===== config.mk =====
export PLATFORM = sky130hd
export DESIGN_NAME = cache_store
export DESIGN_NICKNAME = d
export VERILOG_FILES = /design/src/mem_pkg.sv /design/src/cache_store.sv
export VERILOG_INCLUDE_DIRS = /design/src /design/src/src
export SDC_FILE = /design/constraint.sdc
export NUM_CORES = 1
export LEC_CHECK = 0
export BUFFER_PORTS_ARGS = -buffer_cell sky130_fd_sc_hd__clkbuf_2
export CAP_MARGIN = 10
export CORE_UTILIZATION = 35
export DETAILED_ROUTE_END_ITERATION = 10
export MAX_ROUTING_LAYER = met4
export SYNTH_ARGS = -nofsm -noshare
export SYNTH_HDL_FRONTEND = slang
export SYNTH_SLANG_ARGS = --single-unit

===== constraint.sdc =====
create_clock -name clk -period 7.99 [get_ports clk]
set_input_delay 1.1985 -clock clk [delete_from_list [all_inputs] [get_ports clk]]
set_output_delay 1.1985 -clock clk [all_outputs]
set_load 0.05 [all_outputs]

===== src/mem_defs.svh =====
`ifndef MEM_DEFS_SVH
`define MEM_DEFS_SVH

// word and address widths of the cpu port.
`define DATA_WIDTH    32
`define ADDR_WIDTH    32

// main memory geometry.
`define MEM_BYTES     16384
`define MEM_ADDR_BITS 14     // upper address bits are ignored, so accesses wrap.

// terminal value of the memory delay counter.
`define MEM_LATENCY   10

// direct-mapped cache, one word per line.
`define CACHE_LINES   16
`define INDEX_BITS    4      // address bits 5 to 2.
`define TAG_BITS      8      // address bits 13 to 6.

`endif


===== src/mem_pkg.sv =====
`include "mem_defs.svh"

package mem_pkg;

    // data and address vectors.
    typedef logic [`DATA_WIDTH-1:0] word_t;
    typedef logic [`ADDR_WIDTH-1:0] addr_t;

    // cache line selection and tag compare.
    typedef logic [`INDEX_BITS-1:0] index_t;
    typedef logic [`TAG_BITS-1:0]   tag_t;

    // request from the processor, held until cpu_ready.
    typedef struct packed {
        logic  read;
        logic  write;
        addr_t addr;
        word_t wdata;
    } cpu_req_t;

    // request from the cache controller, held until mem_ready.
    typedef struct packed {
        logic  read;
        logic  write;
        addr_t addr;
        word_t wdata;
    } mem_req_t;

    // cache controller states.
    typedef enum logic [1:0] {
        idle,
        lookup,
        mem_read,
        mem_write
    } ctrl_state_t;

endpackage


===== src/cache_store.sv =====
`timescale 1ns/10ps

`include "mem_defs.svh"

module cache_store
    import mem_pkg::*;
(
    input  logic  clk,
    input  logic  rst_n,
    input  addr_t addr,
    input  logic  fill,
    input  logic  update,
    input  word_t wdata,
    output logic  hit,
    output word_t hit_data
);

    logic  [`CACHE_LINES-1:0] valid;
    tag_t  tags  [`CACHE_LINES];
    word_t words [`CACHE_LINES];

    index_t idx;
    tag_t   tag;

    // index from bits 5:2, tag from the rest of the memory address.
    assign idx = addr[`INDEX_BITS+1:2];
    assign tag = addr[`MEM_ADDR_BITS-1:`INDEX_BITS+2];

    // combinational lookup for the held address.
    assign hit      = valid[idx] && (tags[idx] == tag);
    assign hit_data = words[idx];

    // valid bits, a line becomes valid on its first fill.
    always_ff @(posedge clk or negedge rst_n) begin
        if (!rst_n) begin
            valid <= '0;
        end else if (fill) begin
            valid[idx] <= 1'b1;
        end
    end

    // tag array only changes on a fill.
    always_ff @(posedge clk) begin
        if (fill) begin
            tags[idx] <= tag;
        end
    end

    // data array.
    // fill replaces the line, update only touches a line that hits.
    always_ff @(posedge clk) begin
        if (fill || (update && hit)) begin
            words[idx] <= wdata;
        end
    end

endmodule


==> results.md <==
* Tightest Hold Check Type: reg2reg
* # Max-Cap Violations at 0
* Cell Area, Synth at 25,400 um2
* Critical path's largest stage delay at 0.65 ns
* Yosys cell types at 41
* Gr usage total at 15.58%
* Final period util at 71.93%
* Post-cts sizing count at 0
* Post-Syn Nets at 1,157
* Crit end category: output port
* WP data required at 6.79 ns
* Skew final at 0.02706 ns
* Seq cells post-synth at 656
* Drt total wl at 54.89 mm
* M2 GR Usage at 24.54%
* Vias post-DR at 11,420
* Fin. Hold Viols at 0
* Post-synth ARST share at 2.439%
* TritonCTS clock tree: built
* WL per Instance at 24.79 um
* Grt met1 use at 20.41%
* Sequential share of power at 52.9%
* CTS Root Cell: clkbuf_16
* Clock tree sinks at 656
* Crit Reg-Reg Endpoint: words[2][9]$_DFFE_PP_
* First-pass GRT wire length at 81.17 mm
* R2r setup slk at 4.03 ns
* Hold path depth at 1
* Achievable Freq at 174.0 MHz
* Worst Max-Slew Pin Slew at 1.229 ns
* Sw power at 1.605 mW
* Final TNS setup at 0 ns
* Syn Inst Count at 1,089
* Pre-Repair DR Iteration Count at 5
* Die width at 271.4 um
* Synth Flop Type: edfxtp_1
* Critical Path Most Common Cell: buf_4
* Setup WS post-layout at 2.243 ns
* Hold Crit Start: valid[2]$_DFFE_PN0P_
* Yosys Warn Count at 0
* CORE AREA at 71,610 um2
* Power density cells at 251.0 nW/um2
* # setup viols final at 0
* Pint at 5.726 mW
* Net Sw Frac at 21.89%
* Sequential element share of the synthesized area at 77.24%
* Largest net degree at the start of global routing at 96
* Slew HR at 18.08%
* CP max FO at 29
* Initial Utilization at 35.47%
* Die Ht at 271.4 um
* Layout cells sized above 1 at 31.58%
* Postcts setup bufs at 0
* Skew-Pair Late Insertion Delay at 0.61 ns
* Clock share of power at 40.7%
* Slowest stage cell, crit path: buf_4
* Antenna violations before repair at 6
* Vias per cell at 5.157
* Clock period minus worst slack at 5.747 ns
* Routed Antenna Nets at 0
* IO buf count at 80
* FP Rows at 98
* Max Buffers Root-to-Sink at 3
* Met3 usage in global routing at 3.857%
* Syn avg cell area at 23.32 um2
* Nets at 1,274
* DP HPWL at 28.30 mm
* DRT iter0 DRCs at 1,186
* Die footprint at 73,660 um2
* Worst reg2reg path depth at 8
* DRC at 0
* Grt ovf at 0
* Post-synth EDFFs at 640
* CP arrival at 4.55 ns
* Vias in the first global route at 12,080
* Number of buffers created by CTS at 67
* Cts hold-fix bufs at 0
* Clock transition at path regs at 0.06 ns
* Final Max Tran Viols at 0
* Combinational group share of total power at 6.4%
* Max rail drop VDD at 0.0001764 V
* Gr busiest metal: met2
* I/O pin count at 101
* Status: complete, no violations
* Worst slack, placed at 2.030 ns
* Worst r2r src: tags[9][5]$_DFFE_PP_
* Most frequent cells in the layout: edfxtp_1 (640), mux4_2 (178), clkbuf_2 (76)
* Crit path launch type: input pin
* RSZ-0062 raised after global routing: false
* Routability cong. at 0.7555
* Worst Hold Endpoint: valid[2]$_DFFE_PN0P_
* H-tree depth at 3
* Critical path type: in2out
* Share of the core filled with cells at 40.78%
* Commonest non-fill, non-tap cell in the layout: edfxtp_1
* P_leak at 9.270 nW
* Critical-path cell list: buf_4 -> buf_4 -> mux4_2 -> mux2i_1 -> xnor2_1 -> mux2i_1 -> o2111ai_4 -> buf_4 -> nor2_1 -> clkbuf_2
* Area Growth Syn to Fin at 14.97%
==> power groups by stage <==
stage	registers, mW	logic, mW	clock network [mW]
after floorplan	3.95	0.316	0
after global placement	3.95	0.468	0
after detailed placement	3.95	0.477	0
after CTS	3.88	0.478	3.05
after global routing	3.89	0.500	3.18
final	3.88	0.467	2.98
==> critical path, delay by kind of cell <==
family,cells,cell delay (ns)
buffers and inverters,4,1.76
multiplexers,3,1.00
AND/OR/NAND/NOR,1,0.29
AO/OA/AOI/OAI,1,0.13
XOR/XNOR,1,0.10
==> flip-flops by register name, indices dropped and copies added, names as in the netlist <==
register and flops:
words 512, tags 128, valid 16
==> logic make-up (layout without fill, tap and decap cells) <==
kind of cell / after synthesis / after routing / synth area share (%)
flops: 656 / 656 / 77.24
mux: 215 / 215 / 17.56
simple gates: 90 / 90 / 1.887
buf+inv: 77 / 245 / 1.473
compound gates: 45 / 45 / 1.635
xor+xnor: 6 / 6 / 0.2069
other cells: 0 / 7 / 0
==> how the worst max path moves through the flow <==
stage | cells after the start | to | slack, ns | from
2_1_floorplan | 7 | words[0][0]$_DFFE_PP_ | 2.36 | addr[4]
3_3_place_gp | 10 | words[2][11]$_DFFE_PP_ | 2.09 | addr[4]
3_5_place_dp | 10 | words[2][11]$_DFFE_PP_ | 2.03 | addr[4]
4_1_cts | 10 | hit | 2.21 | addr[4]
5_1_grt | 10 | hit | 2.05 | addr[4]
6_report | 10 | hit | 2.24 | addr[4]
==> cells in the mapped netlist, types with 2 or more instances <==
cell | instances | area share (%)
a21o_1 | 2 | 0.059
a221oi_1 | 3 | 0.10
a22o_1 | 5 | 0.17
a22oi_1 | 6 | 0.18
and2_1 | 6 | 0.15
and3_1 | 3 | 0.074
buf_1 | 11 | 0.16
buf_2 | 17 | 0.33
buf_6 | 8 | 0.35
clkbuf_1 | 21 | 0.31
dfrtp_1 | 16 | 1.6
edfxtp_1 | 640 | 76
inv_1 | 18 | 0.27
mux2i_1 | 32 | 1.3
mux4_1 | 5 | 0.52
mux4_2 | 178 | 16
nand2_1 | 11 | 0.16
nand2b_1 | 17 | 0.42
nand3_1 | 31 | 0.61
nor2_1 | 6 | 0.089
nor2b_1 | 7 | 0.17
nor3_1 | 4 | 0.079
nor3b_1 | 2 | 0.059
o2111ai_2 | 2 | 0.12
o21ai_0 | 2 | 0.039
o21ai_1 | 2 | 0.039
o221ai_1 | 2 | 0.069
o31ai_1 | 7 | 0.21
o31ai_2 | 9 | 0.44
xnor2_1 | 5 | 0.17
==> cell type report <==
type                       instances  area, um2
antenna                            7      17.52
clock inverter                    33      279.0
timing repair buffer             106      629.4
clock buffer                      87       1794
fill                            6276      42400
multi-input combinational        356       5605
tap                              950       1189
sequential                       656      19620
inverter                          19      71.32
==> per-layer routing <==
layer	vias up	share of wire, %
met4	0	1.8
li1	4887	-
met5	-	0
met2	299	49
met1	6142	43
met3	90	5.8
==> metrics by stage <==
stage               power [mW]  area, um2  hold slack (ns)  std cells
CTS                      7.411      29190           0.4660       2207
finish                   7.330      29200           0.4621       2214
global route             7.561      29200           0.4850       2213
floorplan                4.264      25400           0.4287       1089
global placement         4.415      27110           0.4459       2087
detailed placement       4.430      27110           0.4515       2087
Power figures use the tool's default switching activity.
