**config.mk**
```make
export PLATFORM = sky130hd
export DESIGN_NAME = cache_controller
export DESIGN_NICKNAME = d
export VERILOG_FILES = /design/src/mem_pkg.sv /design/src/cache_controller.sv
export VERILOG_INCLUDE_DIRS = /design/src /design/src/src
export SDC_FILE = /design/constraint.sdc
export NUM_CORES = 1
export LEC_CHECK = 0
export BUFFER_PORTS_ARGS = -buffer_cell sky130_fd_sc_hd__buf_2
export CORE_UTILIZATION = 42
export CTS_BUF_LIST = sky130_fd_sc_hd__clkbuf_2
export DETAILED_ROUTE_END_ITERATION = 12
export PLACE_DENSITY = 0.79
export SLEW_MARGIN = 0
export SYNTH_ARGS = -nofsm -noshare
export SYNTH_HDL_FRONTEND = slang
export SYNTH_SLANG_ARGS = --single-unit
```
**constraint.sdc**
```tcl
create_clock -name clk -period 3.1 [get_ports clk]
set_input_delay 0.62 -clock clk [delete_from_list [all_inputs] [get_ports clk]]
set_output_delay 0.62 -clock clk [all_outputs]
set_load 0.01 [all_outputs]
```
**src/mem_defs.svh**
```systemverilog
`ifndef MEM_DEFS_SVH
`define MEM_DEFS_SVH

// word and address widths of the cpu port.
`define DATA_WIDTH    32
`define ADDR_WIDTH    32

// main memory geometry.
`define MEM_BYTES     16384
`define MEM_ADDR_BITS 14     // upper address bits are ignored, so accesses wrap.

// terminal value of the memory delay counter.
`define MEM_LATENCY   10

// direct-mapped cache, one word per line.
`define CACHE_LINES   16
`define INDEX_BITS    4      // address bits 5 to 2.
`define TAG_BITS      8      // address bits 13 to 6.

`endif

```
**src/mem_pkg.sv**
```systemverilog
`include "mem_defs.svh"

package mem_pkg;

    // data and address vectors.
    typedef logic [`DATA_WIDTH-1:0] word_t;
    typedef logic [`ADDR_WIDTH-1:0] addr_t;

    // cache line selection and tag compare.
    typedef logic [`INDEX_BITS-1:0] index_t;
    typedef logic [`TAG_BITS-1:0]   tag_t;

    // request from the processor, held until cpu_ready.
    typedef struct packed {
        logic  read;
        logic  write;
        addr_t addr;
        word_t wdata;
    } cpu_req_t;

    // request from the cache controller, held until mem_ready.
    typedef struct packed {
        logic  read;
        logic  write;
        addr_t addr;
        word_t wdata;
    } mem_req_t;

    // cache controller states.
    typedef enum logic [1:0] {
        idle,
        lookup,
        mem_read,
        mem_write
    } ctrl_state_t;

endpackage

```
**src/cache_controller.sv**
```systemverilog
`timescale 1ns/10ps

module cache_controller
    import mem_pkg::*;
(
    input  logic     clk,
    input  logic     rst_n,
    input  cpu_req_t cpu_req,
    output logic     cpu_ready,
    output word_t    cpu_rdata,
    input  logic     hit,
    input  word_t    hit_data,
    output logic     fill,
    output logic     update,
    output mem_req_t mem_req,
    input  logic     mem_ready,
    input  word_t    mem_rdata
);

    ctrl_state_t state;
    logic        hit_pend;    // read hit, answered on the following edge.
    logic        req_valid;
    logic        take_hit;

    assign req_valid = cpu_req.read || cpu_req.write;

    // read hit found in the first lookup cycle.
    assign take_hit = (state == lookup) && !hit_pend && cpu_req.read && !cpu_req.write && hit;

    // store strobes last for the cycle in which mem_ready is high.
    assign fill   = (state == mem_read) && mem_ready;
    assign update = (state == mem_write) && mem_ready;

    always_ff @(posedge clk or negedge rst_n) begin
        if (!rst_n) begin
            state     <= idle;
            hit_pend  <= 1'b0;
            cpu_ready <= 1'b0;
            mem_req   <= '0;
        end else begin
            cpu_ready <= 1'b0;
            case (state)
                idle: begin
                    // cpu_ready still high means the old request is being dropped.
                    if (req_valid && !cpu_ready) begin
                        state <= lookup;
                    end
                end
                lookup: begin
                    if (hit_pend) begin
                        hit_pend  <= 1'b0;
                        cpu_ready <= 1'b1;
                        state     <= idle;
                    end else if (cpu_req.write) begin
                        // write-through, always goes to memory.
                        mem_req.read  <= 1'b0;
                        mem_req.write <= 1'b1;
                        mem_req.addr  <= cpu_req.addr;
                        mem_req.wdata <= cpu_req.wdata;
                        state         <= mem_write;
                    end else if (take_hit) begin
                        hit_pend <= 1'b1;
                    end else begin
                        // read miss.
                        mem_req.read  <= 1'b1;
                        mem_req.write <= 1'b0;
                        mem_req.addr  <= cpu_req.addr;
                        mem_req.wdata <= cpu_req.wdata;
                        state         <= mem_read;
                    end
                end
                mem_read,
                mem_write: begin
                    if (mem_ready) begin
                        mem_req.read  <= 1'b0;   // drop on the edge that sees ready.
                        mem_req.write <= 1'b0;
                        cpu_ready     <= 1'b1;
                        state         <= idle;
                    end
                end
                default: begin
                    state <= idle;
                end
            endcase
        end
    end

    // response word, valid while cpu_ready is high.
    always_ff @(posedge clk) begin
        if (take_hit) begin
            cpu_rdata <= hit_data;
        end else if (fill) begin
            cpu_rdata <= mem_rdata;   // same word that goes into the line.
        end
    end

endmodule

```
==> impl_results.md, run 1 <==
* Outcome: finished, final reports clean
* Synth Area per Inst at 18.1 sq um
* Synth area leader: dfrtp_1
* Final core occ at 0.578
* Residual DRC count at 0
* Routed Antenna Nets at 0
* Area contributors post-synth: dfrtp_1, mux2_4, edfxtp_1
* Multi-input combinational cell area at 1490 sq um
* Fillers at 838
* PortBufs at 234
* Die span in x at 104 um
* Type of the worst setup path: reg -> reg
* Fin nets at 614
* Starting density of the core at 0.438
* Synth-to-Final Area Change at 32.1%
* Hold Path Depth at 2
* Post-synthesis instance total at 239
* Clock tree buffer depth at 2
* Row cnt at 36
* Worst VDD drop at 516 uV
* Die height at 104 um
* Critical Path RT at 3.42 ns
* Layout cells sized above 1 at 0.733
* Total CTS buffers at 9
* CTS tree: done
* Min-Delay Path Class: in -> reg
* Fin cells at 617
* MaxCap Viol Count at 0
* Final setup fails at 0
* Slew @ Worst Pin at 0.606 ns
* Placed Cells at 601
* CP endpoint kind: register
* Setup_tns at 0 ns
* Fin crit share at 0.755
* DRC marker count from the first detailed-route iteration at 96
* Drt via density at 4.65
* Max_slew headroom at 0.595
* FFs w/ async S/R, synth at 0.686
* RSZ-0062 raised after global routing: no
* Seq/Total Area, Yosys at 0.626
* Grt total ovfl at 0
* Detailed Routing Iterations Pass 1 at 6
* Post-Syn Area at 4340 sq um
* Worst reg2reg path depth at 5
* Vias in the first global route at 3080
* Die ar. at 10700 sq um
* CP startpoint: state[1]
* FF+latch count, synth at 102
* Number of flops mapped to enable cells by yosys at 32
* Routability-driven placement congestion ratio at 0.741
* Antenna violations before repair at 0
* Max Fclk at 0.427 GHz
* Final min period at 2.34 ns
* Slew Limit Fails at 0
* H-tree Lvls at 3
* Hpwl dp at 7380 um
* Hold path start: cpu_req[20]
* Total Routing Usage GR at 0.186
* Reg area at 2710 sq um
* Clk sink count at 102
* Dominant synthesized flop cell: dfrtp_1
* Synth Warn # at 0
* CP Launch Type: register
* Leak pwr at 0.00297 uW
* Clock skew at 0.0290 ns
* Count leader, synth: dfrtp_1
* Via count at 2869
* WL/cell at 15.6 um
* Final hold vios at 0
* Synth top area share at 0.404
* Max FO, Critical Path at 32
* Clock root cell: clkbuf_2
* # IOs at 235
* CTS clk-pin slew, worst paths at 0.29 ns
* Power Density at 890 nW/um^2
* Worst path arrival time at 2.66 ns
* Worst-Skew Late Latency at 0.54 ns
* N_diodes at 0
* Reg2reg start: state[1]
* First-pass GRT wire length at 15700 um
* Commonest cells post-synth: dfrtp_1, mux2_4, edfxtp_1, mux2_2, buf_6
* Largest net degree at the start of global routing at 43
* Core area at 9910 sq um
* Count of cell types in the netlist at 24
* Synthesized Nets at 373
* Post-Route WL at 9630 um
[layout make-up]
class | instances | share of cell area
clock buffers | 9 | 0.00786
clock inverters | 6 | 0.00917
inverters | 3 | 0.00197
multi-input cells | 123 | 0.260
flip-flops and latches | 102 | 0.474
well taps | 133 | 0.0291
repair buffers | 241 | 0.218
[worst paths after layout]
check                           endpoint  slack (ns)
setup / recovery           cpu_rdata[14]        0.76
hold / removal               mem_req[20]        0.27
setup reg to reg           cpu_rdata[14]        0.76
hold reg to reg              mem_req[16]        0.54
max in group asynchronous    mem_req[64]        1.85
min in group asynchronous    mem_req[60]        0.44
[stage by stage]
| step | setup WS [ns] | hold WS (ns) | power (uW) | area (sq um) |
|---|---|---|---|---|
| after floorplan | 0.206 | 0.324 | 3740 | 4340 |
| after global placement | 0.662 | 0.482 | 4460 | 5620 |
| after detailed placement | 0.609 | 0.488 | 4570 | 5620 |
| after CTS | 0.776 | 0.200 | 5160 | 5730 |
| after global routing | 0.714 | 0.177 | 5400 | 5730 |
| final | 0.758 | 0.269 | 5100 | 5730 |
[flip-flops by register name (all words and copies together) (netlist names)]
name,flops
state,2
cpu_ready,1
cpu_rdata,32
hit_pend,1
mem_req,66
[layer usage]
metal	track usage	part of all wire
met1	0.206	0.37
met2	0.344	0.55
met3	0.0459	0.059
met4	0.0683	0.020
met5	0	0
[where the power goes]
group / total [uW] / switching (uW) / internal [uW]
Sequential: 2240 / 288 / 1960
Combinational: 2280 / 1010 / 1280
Clock: 571 / 453 / 119
[logic make-up (layout without fill, tap and decap cells)]
group | after synthesis | count (layout) | synth area share
flip-flops | 102 | 102 | 0.626
AO/OA/AOI/OAI | 11 | 11 | 0.0185
multiplexers | 96 | 96 | 0.306
buffers and inverters | 14 | 259 | 0.0323
AND/OR/NAND/NOR | 16 | 16 | 0.0182
[cells in the final DEF, fill, tap and decap left out]
cell	Yosys	layout
buf_2	2	234
dfrtp_1	70	70
mux2_4	65	65
edfxtp_1	32	32
mux2_2	31	31
clkbuf_2	0	9
nand2_1	6	6
nor2_1	4	4
buf_4	0	4
inv_1	3	3
o21ai_0	4	3
clkinv_4	0	2
inv_6	0	2
buf_12	2	2
nand2_2	1	1
or4_2	0	1
o21ai_2	0	1
and3_1	1	1
or3b_1	1	1
o21bai_4	1	1
a21oi_1	1	1
nor4_1	1	1
a31oi_1	1	1
o211ai_1	1	1
o31ai_1	1	1
nor2b_1	1	1
a22oi_1	1	1
o21a_1	1	1
inv_8	0	1
inv_4	0	1
dlygate4sd3_1	0	1
[worst max-delay path, stage by stage, from the launching register on]
cell     delay, ns
dfrtp_1       0.51
inv_1         0.14
nand2_2       0.08
or4_2         0.69
buf_4         0.33
mux2_4        0.36
[repair_timing]
action	in CTS	in global routing
gates resized for setup	0	0
hold endpoints to repair	9	0
hold buffers	1	0
buffers inserted	0	0
Power figures use the tool's default switching activity.
==> run 2: changes to the inputs <==
- CORE_UTILIZATION: 42 -> 46
- PLACE_DENSITY: 0.79 -> 0.82
- clock period: 3.1 -> 2.25 ns (I/O delays scaled with it)
==> run 2 against run 1 <==
  * Fmax up 10%
  * Hold slack got worse by 0.18 ns
  * Final cell count decreased by 2.3%
  * Wire length increased by 1.9%
  * Critical path type unchanged
==> impl_results.md, run 2 (synthesis results as in run 1) <==
* Outcome: finished, final reports clean (unchanged)
* Die height at 99.1 um (was 104 um)
* RSZ-0062 raised after global routing: no (unchanged)
* Setup bufs post-CTS at 0 (unchanged)
* Critical Path RT at 2.58 ns (was 3.42 ns)
* Routability-driven placement congestion ratio at 0.828 (was 0.741)
* PortBufs at 234 (unchanged)
* Fin crit share at 0.944 (was 0.755)
* Residual DRC count at 0 (unchanged)
* Power Density at 1240 nW/um^2 (was 890 nW/um^2)
* Max incr delay on CP at 0.70 ns (was 0.69 ns)
* Synth-to-Final Area Change at 34.5% (was 32.1%)
* H-tree Lvls at 3 (unchanged)
* Clock tree buffer depth at 2 (unchanged)
* N_diodes at 0 (unchanged)
* Drt via density at 4.82 (was 4.65)
* # IOs at 235 (unchanged)
* Max Fclk at 0.471 GHz (was 0.427 GHz)
* Hpwl dp at 7330 um (was 7380 um)
* Fin nets at 622 (was 614)
* Antenna violations before repair at 0 (unchanged)
* Placed Instance Area at 5690 sq um (was 5620 sq um)
* DRC marker count from the first detailed-route iteration at 64 (was 96)
* Starting density of the core at 0.472 (was 0.438)
* Total Routing Usage GR at 0.201 (was 0.186)
* Commonest non-fill, non-tap cell in the layout: buf_2 (unchanged)
* Worst path arrival time at 2.45 ns (was 2.66 ns)
* Via count at 2905 (was 2869)
* Slew Limit Fails at 0 (unchanged)
* Worst VDD drop at 660 uV (was 516 uV)
* Finished Cell Area at 5830 sq um (was 5730 sq um)
* CTS resizes at 0 (unchanged)
* Min-Delay Path Class: in -> reg (unchanged)
* Core area at 9200 sq um (was 9910 sq um)
* Largest net degree at the start of global routing at 71 (was 43)
* Die ar. at 9820 sq um (was 10700 sq um)
* MaxCap Viol Count at 0 (unchanged)
* CP max-delay cell: or4_2 (unchanged)
* Bufs and invs on worst path at 2 (unchanged)
* Most frequent cells in the layout: buf_2, dfrtp_1, mux2_4, edfxtp_1, mux2_2 (unchanged)
* Max FFs per register at 66 (unchanged)
* Largest registers: mem_req (66), cpu_rdata (32), state (2) (unchanged)
* Final hold vios at 0 (unchanged)
* Type of the worst setup path: reg -> reg (unchanged)
* First-pass GRT wire length at 15100 um (was 15700 um)
* Clock root cell: clkbuf_2 (unchanged)
* Vias in the first global route at 3069 (was 3080)
* CTS clk-pin slew, worst paths at 0.28 ns (was 0.29 ns)
* Clock skew at 0.0276 ns (was 0.0290 ns)
* Clk sink count at 102 (unchanged)
* CTS tree: done (unchanged)
* Max_slew headroom at 0.600 (was 0.595)
* Layout cells sized above 1 at 0.734 (was 0.733)
* Slew @ Worst Pin at 0.598 ns (was 0.606 ns)
* CP endpoint kind: register (unchanged)
* Routed Antenna Nets at 0 (unchanged)
* WL/cell at 16.3 um (was 15.6 um)
* Grt total ovfl at 0 (unchanged)
* Worst-Skew Late Latency at 0.55 ns (was 0.54 ns)
* Total CTS buffers at 9 (unchanged)
* Final setup fails at 0 (unchanged)
* CP Cell Sequence: inv_1, nand2_2, or4_2, buf_12, mux2_4 (was inv_1, nand2_2, or4_2, buf_4, mux2_4)
* Largest Register: mem_req (unchanged)
* Final min period at 2.12 ns (was 2.34 ns)
* Row cnt at 35 (was 36)
* Detailed Routing Iterations Pass 1 at 4 (was 6)
* Die span in x at 99.1 um (was 104 um)
* Setup_tns at 0 ns (unchanged)
* Leak pwr at 0.00303 uW (was 0.00297 uW)
* Post-Route WL at 9810 um (was 9630 um)
* CP Launch Type: register (unchanged)
* Kind of cell adding the most delay to the critical path: simple AND/OR/NAND/NOR gates (unchanged)
* Max FO, Critical Path at 32 (unchanged)
run 2: worst reg2reg max path, stage by stage (launching register included):
cell and delay [ns]:
dfrtp_1 0.45, inv_1 0.10, nand2_2 0.08, or4_2 0.70, buf_12 0.23, mux2_4 0.33
run 2: path summary, 6_finish.rpt:
path | startpoint | to | slack (ns) | cells past startpoint
max | state[1] | cpu_rdata[15] | 0.13 | 5
min | cpu_req[22] | mem_req[22] | 0.09 | 2
max reg2reg | state[1] | cpu_rdata[15] | 0.13 | 5
min reg2reg | mem_req[8] | mem_req[8] | 0.54 | 1
max in group asynchronous | rst_n | mem_req[7] | 1.54 | 3
min in group asynchronous | rst_n | mem_req[42] | 0.40 | 3
run 2: final cells by class:
cell class | instances | area [sq um]
tap | 111 | 139
inverter | 3 | 11.3
fill | 711 | 3360
sequential | 102 | 2710
multi-input combinational | 123 | 1490
clock buffer | 9 | 45.0
timing repair buffer | 249 | 1370
clock inverter | 6 | 68.8
run 2: repair_timing:
action                                  in CTS  in global routing
endpoints found under the setup margin       0                  0
hold buffers                                 1                  2
endpoints found under the hold margin       70                  2
run 2: metrics by stage:
| step | worst slack, ns | total power (uW) | hold slack [ns] | util | cells |
|---|---|---|---|---|---|
| final | 0.126 | 7220 | 0.0874 | 0.634 | 603 |
| after global routing | 0.0449 | 7630 | 0.00296 | 0.634 | 603 |
| after CTS | 0.123 | 7290 | 0.0296 | 0.632 | 601 |
| after detailed placement | 0.105 | 6390 | 0.488 | 0.619 | 585 |
| after global placement | 0.135 | 6260 | 0.484 | 0.619 | 585 |
| after floorplan | 0.0667 | 5150 | 0.154 | - | 239 |
run 2: routing by layer:
layer / vias up / global-route usage / routed length (um)
li1: 1360 / - / -
met1: 1420 / 0.231 / 3820
met2: 107 / 0.362 / 5270
met3: 18 / 0.0499 / 530
met4: 0 / 0.0814 / 191
met5: - / 0 / 0
run 2: report_power, final:
part / internal [uW] / switching [uW] / total [uW]
sequential: 2690 / 359 / 3050
clock: 262 / 622 / 884
combinational: 1850 / 1430 / 3280
